## src/hdl/backend_pkg.sv

```systemverilog
package backend_pkg;

    localparam int ROB_DEPTH = 8;     // rob entries, also the initial credit count
    localparam int ROB_TAG_W = 3;
    localparam int XLEN      = 32;
    localparam int NUM_UNITS = 2;     // cdb requesters, alu is 0 and mul is 1

    typedef logic [XLEN-1:0]      word_t;
    typedef logic [ROB_TAG_W-1:0] rob_tag_t;
    typedef logic [4:0]           arch_reg_t;
    typedef logic [15:0]          seq_t;
    typedef logic [3:0]           credit_t;  // 0 to ROB_DEPTH

    typedef enum logic [1:0] {
        op_add,
        op_sub,
        op_xor,
        op_mul
    } fu_op_e;

    typedef struct packed {
        fu_op_e    op;
        word_t     src_a;
        word_t     src_b;
        arch_reg_t rd;
        seq_t      seq;
    } dispatch_req_t;

    typedef struct packed {
        rob_tag_t tag;
        fu_op_e   op;
        word_t    src_a;
        word_t    src_b;
    } fu_issue_t;

    typedef struct packed {
        logic     valid;
        rob_tag_t tag;
        word_t    result;
    } cdb_t;

    typedef struct packed {
        arch_reg_t rd;
        word_t     result;
        seq_t      seq;
    } retire_t;

    // one reorder buffer slot
    typedef struct packed {
        logic      busy;
        logic      done;
        arch_reg_t rd;
        seq_t      seq;
        word_t     result;
    } rob_entry_t;

endpackage

```

## src/hdl/dispatch_stage.sv

```systemverilog
module dispatch_stage (
    input  logic                      clk,
    input  logic                      rst,
    input  logic                      disp_valid,
    input  backend_pkg::dispatch_req_t disp_req,
    output logic                      disp_ready,
    input  logic                      alu_ready,
    input  logic                      mul_ready,
    input  logic                      credit_return,
    input  backend_pkg::rob_tag_t     alloc_tag,
    output logic                      alloc_valid,
    output backend_pkg::dispatch_req_t alloc_entry,
    output logic                      alu_issue_valid,
    output backend_pkg::fu_issue_t    alu_issue,
    output logic                      mul_issue_valid,
    output backend_pkg::fu_issue_t    mul_issue
);
    import backend_pkg::*;

    credit_t credits;
    logic    is_mul;
    logic    unit_ready;
    logic    accept;

    assign is_mul     = (disp_req.op == op_mul);
    assign unit_ready = is_mul ? mul_ready : alu_ready;
    assign disp_ready = (credits != '0) && unit_ready;
    assign accept     = disp_valid && disp_ready;

    assign alloc_valid = accept;
    assign alloc_entry = disp_req;

    // both units see the same payload, only valid is steered
    assign alu_issue = '{tag: alloc_tag, op: disp_req.op, src_a: disp_req.src_a,
                         src_b: disp_req.src_b};
    assign mul_issue = alu_issue;
    assign alu_issue_valid = accept && !is_mul;
    assign mul_issue_valid = accept && is_mul;

    always_ff @(posedge clk) begin
        if (rst) begin
            credits <= credit_t'(ROB_DEPTH);
        end else begin
            credits <= credits + credit_t'(credit_return) - credit_t'(accept);
        end
    end

    // rob must never hand back more credits than it has entries
    assert property (@(posedge clk) disable iff (rst) credits <= ROB_DEPTH)
        else $error("credit count above rob depth");

endmodule

```

## src/hdl/alu_unit.sv

```systemverilog
module alu_unit (
    input  logic                   clk,
    input  logic                   rst,
    input  logic                   issue_valid,
    input  backend_pkg::fu_issue_t issue,
    output logic                   ready,
    output logic                   req,
    output backend_pkg::cdb_t      req_data,
    input  logic                   grant
);
    import backend_pkg::*;

    logic     hold_valid;
    rob_tag_t hold_tag;
    word_t    hold_result;
    word_t    alu_result;

    always_comb begin
        case (issue.op)
            op_sub:  alu_result = issue.src_a - issue.src_b;
            op_xor:  alu_result = issue.src_a ^ issue.src_b;
            default: alu_result = issue.src_a + issue.src_b;
        endcase
    end

    assign ready = !hold_valid || grant;  // slot frees up on grant
    assign req   = hold_valid;
    assign req_data = '{valid: hold_valid, tag: hold_tag, result: hold_result};

    always_ff @(posedge clk) begin
        if (rst) begin
            hold_valid <= 1'b0;
        end else if (issue_valid && ready) begin
            hold_valid <= 1'b1;
        end else if (grant) begin
            hold_valid <= 1'b0;
        end
    end

    always_ff @(posedge clk) begin
        if (issue_valid && ready) begin
            hold_tag    <= issue.tag;
            hold_result <= alu_result;
        end
    end

    // dispatch steers multiplies elsewhere
    assert property (@(posedge clk) disable iff (rst) issue_valid |-> issue.op != op_mul)
        else $error("alu issued a multiply");

endmodule

```

## src/hdl/mul_unit.sv

```systemverilog
module mul_unit (
    input  logic                   clk,
    input  logic                   rst,
    input  logic                   issue_valid,
    input  backend_pkg::fu_issue_t issue,
    output logic                   ready,
    output logic                   req,
    output backend_pkg::cdb_t      req_data,
    input  logic                   grant
);
    import backend_pkg::*;

    logic [2:0]  stage_valid;
    rob_tag_t    s1_tag, s2_tag, s3_tag;
    word_t       s1_a, s1_b;
    word_t       s2_p0;       // a_lo * b
    logic [15:0] s2_p1;       // a_hi * b_lo, only low half reaches bits 31:16
    word_t       s3_prod;
    logic        advance;

    // whole pipe freezes while stage 3 waits for the bus
    assign advance = !stage_valid[2] || grant;
    assign ready   = advance;
    assign req     = stage_valid[2];
    assign req_data = '{valid: stage_valid[2], tag: s3_tag, result: s3_prod};

    always_ff @(posedge clk) begin
        if (rst) begin
            stage_valid <= '0;
        end else if (advance) begin
            stage_valid <= {stage_valid[1:0], issue_valid};
        end
    end

    always_ff @(posedge clk) begin
        if (advance) begin
            s1_tag  <= issue.tag;
            s1_a    <= issue.src_a;
            s1_b    <= issue.src_b;
            s2_tag  <= s1_tag;
            s2_p0   <= word_t'(s1_a[15:0] * s1_b);
            s2_p1   <= 16'(s1_a[31:16] * s1_b[15:0]);
            s3_tag  <= s2_tag;
            s3_prod <= s2_p0 + {s2_p1, 16'h0000};  // low 32 bits of the product
        end
    end

endmodule

```

## src/hdl/cdb_arbiter.sv

```systemverilog
module cdb_arbiter (
    input  logic                                       clk,
    input  logic                                       rst,
    input  logic [backend_pkg::NUM_UNITS-1:0]          req,
    input  backend_pkg::cdb_t [backend_pkg::NUM_UNITS-1:0] req_data,
    output logic [backend_pkg::NUM_UNITS-1:0]          grant,
    output backend_pkg::cdb_t                          cdb
);
    import backend_pkg::*;

    typedef logic [$clog2(NUM_UNITS)-1:0] unit_idx_t;

    unit_idx_t last_idx;
    unit_idx_t gnt_idx;

    // search starts one past the last winner
    always_comb begin
        grant   = '0;
        gnt_idx = last_idx;
        for (int i = 1; i <= NUM_UNITS; i++) begin
            if (grant == '0 && req[(int'(last_idx) + i) % NUM_UNITS]) begin
                gnt_idx        = unit_idx_t'((int'(last_idx) + i) % NUM_UNITS);
                grant[gnt_idx] = 1'b1;
            end
        end
    end

    always_comb begin
        cdb       = req_data[gnt_idx];
        cdb.valid = |grant;
    end

    always_ff @(posedge clk) begin
        if (rst) begin
            last_idx <= unit_idx_t'(NUM_UNITS - 1);  // unit 0 wins first
        end else if (|grant) begin
            last_idx <= gnt_idx;
        end
    end

    assert property (@(posedge clk) disable iff (rst) $onehot0(grant))
        else $error("more than one cdb grant");

endmodule

```

## src/hdl/reorder_buffer.sv

```systemverilog
module reorder_buffer (
    input  logic                       clk,
    input  logic                       rst,
    input  logic                       alloc_valid,
    input  backend_pkg::dispatch_req_t alloc_entry,
    output backend_pkg::rob_tag_t      alloc_tag,
    input  backend_pkg::cdb_t          cdb,
    output logic                       retire_valid,
    output backend_pkg::retire_t       retire,
    output logic                       credit_return
);
    import backend_pkg::*;

    rob_entry_t entries [ROB_DEPTH];

    logic [ROB_TAG_W:0] head_ptr;   // msb is the wrap bit
    logic [ROB_TAG_W:0] tail_ptr;
    rob_tag_t           head_idx;
    rob_tag_t           tail_idx;
    rob_entry_t         head_entry;

    assign head_idx   = head_ptr[ROB_TAG_W-1:0];
    assign tail_idx   = tail_ptr[ROB_TAG_W-1:0];
    assign head_entry = entries[head_idx];
    assign alloc_tag  = tail_idx;

    // retire straight out of the head slot
    assign retire_valid  = head_entry.busy && head_entry.done;
    assign credit_return = retire_valid;
    assign retire = '{rd: head_entry.rd, result: head_entry.result, seq: head_entry.seq};

    always_ff @(posedge clk) begin
        if (rst) begin
            head_ptr <= '0;
            tail_ptr <= '0;
        end else begin
            if (alloc_valid) begin
                tail_ptr <= tail_ptr + 1'b1;
            end
            if (retire_valid) begin
                head_ptr <= head_ptr + 1'b1;
            end
        end
    end

    // entry status and payload
    always_ff @(posedge clk) begin
        if (rst) begin
            for (int i = 0; i < ROB_DEPTH; i++) begin
                entries[i].busy <= 1'b0;
                entries[i].done <= 1'b0;
            end
        end else begin
            if (retire_valid) begin
                entries[head_idx].busy <= 1'b0;
                entries[head_idx].done <= 1'b0;
            end
            if (alloc_valid) begin
                entries[tail_idx].busy <= 1'b1;
                entries[tail_idx].done <= 1'b0;
                entries[tail_idx].rd   <= alloc_entry.rd;
                entries[tail_idx].seq  <= alloc_entry.seq;
            end
            if (cdb.valid) begin
                entries[cdb.tag].done <= 1'b1;
                // x0 always reads back zero
                if (entries[cdb.tag].rd == '0) begin
                    entries[cdb.tag].result <= '0;
                end else begin
                    entries[cdb.tag].result <= cdb.result;
                end
            end
        end
    end

    // credits in dispatch should keep the tail off live entries
    assert property (@(posedge clk) disable iff (rst)
        alloc_valid |-> !entries[tail_idx].busy)
        else $error("allocation into a busy rob entry");

    // wrap bits tell a full buffer from an empty one
    assert property (@(posedge clk) disable iff (rst)
        alloc_valid |-> (tail_ptr ^ head_ptr) != {1'b1, {ROB_TAG_W{1'b0}}})
        else $error("allocation into a full rob");

    assert property (@(posedge clk) disable iff (rst)
        cdb.valid |-> entries[cdb.tag].busy)
        else $error("cdb write to a free rob entry");

    assert property (@(posedge clk) disable iff (rst)
        cdb.valid |-> !entries[cdb.tag].done)
        else $error("second cdb write to a completed rob entry");

endmodule

```

## src/hdl/backend_top.sv

```systemverilog
module backend_top (
    input  logic                       clk,
    input  logic                       rst,
    input  logic                       disp_valid,
    input  backend_pkg::dispatch_req_t disp_req,
    output logic                       disp_ready,
    output logic                       retire_valid,
    output backend_pkg::retire_t       retire
);
    import backend_pkg::*;

    logic                          alu_ready, mul_ready;
    logic                          credit_return;
    rob_tag_t                      alloc_tag;
    logic                          alloc_valid;
    dispatch_req_t                 alloc_entry;
    logic                          alu_issue_valid, mul_issue_valid;
    fu_issue_t                     alu_issue, mul_issue;
    logic [NUM_UNITS-1:0]          req;    // bit 0 alu, bit 1 mul
    cdb_t [NUM_UNITS-1:0]          req_data;
    logic [NUM_UNITS-1:0]          grant;
    cdb_t                          cdb;

    dispatch_stage dispatch_i (
        .clk, .rst, .disp_valid, .disp_req, .disp_ready, .alu_ready, .mul_ready,
        .credit_return, .alloc_tag, .alloc_valid, .alloc_entry,
        .alu_issue_valid, .alu_issue, .mul_issue_valid, .mul_issue
    );

    alu_unit alu_i (
        .clk, .rst, .issue_valid(alu_issue_valid), .issue(alu_issue), .ready(alu_ready),
        .req(req[0]), .req_data(req_data[0]), .grant(grant[0])
    );

    mul_unit mul_i (
        .clk, .rst, .issue_valid(mul_issue_valid), .issue(mul_issue), .ready(mul_ready),
        .req(req[1]), .req_data(req_data[1]), .grant(grant[1])
    );

    cdb_arbiter arbiter_i (.clk, .rst, .req, .req_data, .grant, .cdb);

    reorder_buffer rob_i (
        .clk, .rst, .alloc_valid, .alloc_entry, .alloc_tag, .cdb,
        .retire_valid, .retire, .credit_return
    );

endmodule

```

## config.mk

```make
export PLATFORM = sky130hd
export DESIGN_NAME = backend_top
export DESIGN_NICKNAME = d
export VERILOG_FILES = /design/src/hdl/backend_pkg.sv /design/src/hdl/dispatch_stage.sv /design/src/hdl/alu_unit.sv /design/src/hdl/mul_unit.sv /design/src/hdl/cdb_arbiter.sv /design/src/hdl/reorder_buffer.sv /design/src/hdl/backend_top.sv
export SDC_FILE = /design/constraint.sdc
export NUM_CORES = 2
export LEC_CHECK = 0
export BUFFER_PORTS_ARGS = -buffer_cell sky130_fd_sc_hd__clkbuf_2
export CAP_MARGIN = 15
export CORE_UTILIZATION = 35
export CTS_BUF_LIST = sky130_fd_sc_hd__clkbuf_8
export DETAILED_ROUTE_END_ITERATION = 12
export GPL_ROUTABILITY_DRIVEN = 0
export GPL_TIMING_DRIVEN = 0
export PLACE_DENSITY = 0.54
export RECOVER_POWER = 25
export SETUP_SLACK_MARGIN = 0.1
export SLEW_MARGIN = 5
export SYNTH_ARGS = -nofsm -noshare
export SYNTH_HDL_FRONTEND = slang
export SYNTH_SLANG_ARGS = --single-unit
```

## constraint.sdc

```tcl
create_clock -name clk -period 10 [get_ports clk]
set_clock_uncertainty 0.05 [all_clocks]
set_input_delay 1.5 -clock clk [delete_from_list [all_inputs] [get_ports clk]]
set_output_delay 1.5 -clock clk [all_outputs]
set_load 0.05 [all_outputs]
```

==> impl_metrics.yaml <==
power:
  leakagePower_uw: 0.01883
  fin_total_pwr_uw: 15150
  powerDensity_mw_per_mm2: 320.4
  vdd_drop_max_mv: 0.9224
clock_tree:
  post_cts_buffers: 0
  cts_hold_buf: 0
  ctsLongestPathBuffers: 3
  clock_latency_ns: 0.74
  cts.clk_slew.worst_paths_ns: 0.07
  cts_buffers: 99
  clock_sinks: 646
  cts_root_buf: "clkbuf_8"
  h-tree-depth: 3
  ctsResizeCount: 0
  tritoncts: "done"
logic_synthesis:
  syn-cell-area_mm2: 0.04236
  synth_seq_area_share: 0.4499
  synth_most_common_cell: "edfxtp_1"
  yosys_warnings: 0
  synthesis.nets: 4054
  syn_inst: 3409
  async_flop_share: 0
  avgSynthCellArea_um2: 12.43
  synth_flop_cell: "edfxtp_1"
  synthTopCellsByCount: "edfxtp_1, inv_1, nand2_1"
  synth_seq_cells: 646
  synth_area_leaders: "edfxtp_1, fa_1, mux4_2"
  synth_top_area_frac: 0.4338
  synth-edff-count: 612
  synth_top_area_cell: "edfxtp_1"
  ys_types: 71
route:
  firstDrtPassIters: 5
  drc: 0
  avgRoutedWirePerCell_um: 21.85
  final_antenna_net_count: 0
  vias: 26460
  wl_um: 117500
  drtIter0Drc: 1996
  viasPerCell: 4.922
floorplanning:
  die-width_um: 349.9
  fp.dieH_um: 349.9
  rows: 127
  num_io_pins: 145
  coreArea_mm2: 0.1200
  dieArea_mm2: 0.1224
  initial_core_util: 0.3531
final_layout:
  nNetsFinal: 4321
  area_delta_synth_final_pct: 11.58
  drive_above_1_share: 0.1074
global_routing:
  overflow: 0
  grt_pass1_wl_um: 175500
  antenna_found_initial: 8
  grt_max_degree: 58
  grt.total_usage: 0.1947
  grt_pass1_vias: 27550
run:
  max-cap-violations: 3
sta:
  fin_crit_ns: 9.461
  worst_slack_ns: 0.5391
  fin_crit_sh: 0.9461
  worstMarginPinSlew_ns: 3.177
  slew_headroom: -1.118
  tns_ns: 0
  fmax_ghz: 0.1057
  rsz0062_at_grt: "false"
  hold_viol_final: 0
  setup_viol: 0
  slew_viol_final: 160
min_path:
  min_path_type: "flop to flop"
worst_setup_path:
  critPathArrivalTime_ns: 9.78
  start_kind: "flop"
  endpoint_kind: "flop"
  cp_max_fo: 10
  critPathKind: "flop to flop"
  cp.required_ns: 10.32
placed_design:
  io_buffers: 143
  pre_cts_ws_ns: 0.5322
  dp_hpwl_um: 90750
outcome:
  status: "finished with violations"
  violations: "capacitance limit, slew limit"
## per-layer routing
metal  track usage  share of wire
met5             0        0.00019
met4       0.05030          0.023
met3       0.03498          0.062
met2        0.3254           0.48
met1        0.2601           0.44
## power by group
| group | switching, µW | internal (µW) |
|---|---|---|
| logic | 5650 | 3520 |
| registers | 125 | 3680 |
| clock network | 1100 | 1060 |
| total | 6880 | 8270 |
## state kept, by name, indices dropped and copies added, names as in the netlist, named ones only
register            flops
alu_i.hold_result      32
dispatch_i.credits      4
arbiter_i.last_idx      1
mul_i.s1_b             32
rob_i.entries         440
mul_i.s2_tag            3
mul_i.s2_p0            32
alu_i.req               1
rob_i.tail_ptr          3
mul_i.s3_prod          32
mul_i.s1_a             32
mul_i.s3_tag            3
mul_i.stage_valid       3
mul_i.s2_p1            16
mul_i.s1_tag            3
alu_i.hold_tag          3
rob_i.head_ptr          3
## placed cells by master, fill, tap and decap left out, types with 17 or more instances in the layout
cell type    n
edfxtp_1   612
inv_1      513
nand2_1    457
fa_1       387
clkbuf_1   218
and2_1     207
ha_1       168
xnor2_1    122
a21oi_1    118
clkbuf_8   108
mux4_2     107
xor2_1      77
nor2_1      71
clkbuf_2    58
mux2_2      53
o21ai_0     48
clkinv_1    39
dfxtp_1     34
nor3_1      33
a21o_1      32
nand3_1     28
o21bai_1    18
nor2b_1     17
## stage by stage
stage	hold slack, ns	std cells	area, µm²	utilization
2_1_floorplan	0.3503	3409	42360	-
3_3_place_gp	0.3512	5164	45100	0.3759
3_5_place_dp	0.3551	5186	45490	0.3792
4_1_cts	0.3699	5371	47420	0.3952
5_1_grt	0.3729	5374	47260	0.3940
6_report	0.3630	5376	47270	0.3940
## area by class of cell
type                    instances  area [µm²]
plain buffers                 147       559.3
inverters                     493        1851
multi-input cells            2123       20950
repair buffers                166       903.4
well taps                    1612        2017
flip-flops and latches        646       19060
fillers                     11600       72700
clock inverters                77       439.2
clock buffers                 108        1486
diodes                          4       10.01
## worst max-delay path, cell delays in order (launching register included)
cell      delay, ns
edfxtp_1       0.53
clkbuf_1       0.55
clkbuf_1       0.61
nand2_1        0.16
fa_1           0.53
fa_1           0.50
fa_1           0.55
inv_1          0.05
fa_1           0.50
fa_1           0.50
inv_1          0.05
fa_1           0.50
inv_1          0.05
ha_1           0.38
nand3_1        0.10
o31ai_1        0.83
o221ai_1       0.45
o31ai_1        0.88
a41oi_1        0.33
o21ai_0        0.61
xnor2_1        0.39
## kinds of logic (layout without fill, tap and decap cells)
kind of cell,Yosys count,in the layout,share of synthesized area
other,0,4,0
buffers and inverters,640,991,0.05688
adders and majority gates,555,555,0.2325
muxes,166,166,0.07239
and+or+nand+nor,894,894,0.1004
AOI/OAI and AO/OA,309,309,0.04678
xor gates and xnor gates,199,199,0.04114
DFF,646,646,0.4499
## worst paths after layout
kind | slack, ns | cells past startpoint | start | to
hold reg to reg | 0.36 | 0 | mul_i.s2_p0[4] | mul_i.s3_prod[4]
setup reg to reg | 0.54 | 20 | mul_i.s1_a[2] | mul_i.s2_p0[31]
hold / removal | 0.36 | 0 | mul_i.s2_p0[4] | mul_i.s3_prod[4]
setup / recovery | 0.54 | 20 | mul_i.s1_a[2] | mul_i.s2_p0[31]
No activity file was read; power rests on OpenSTA's default activity.
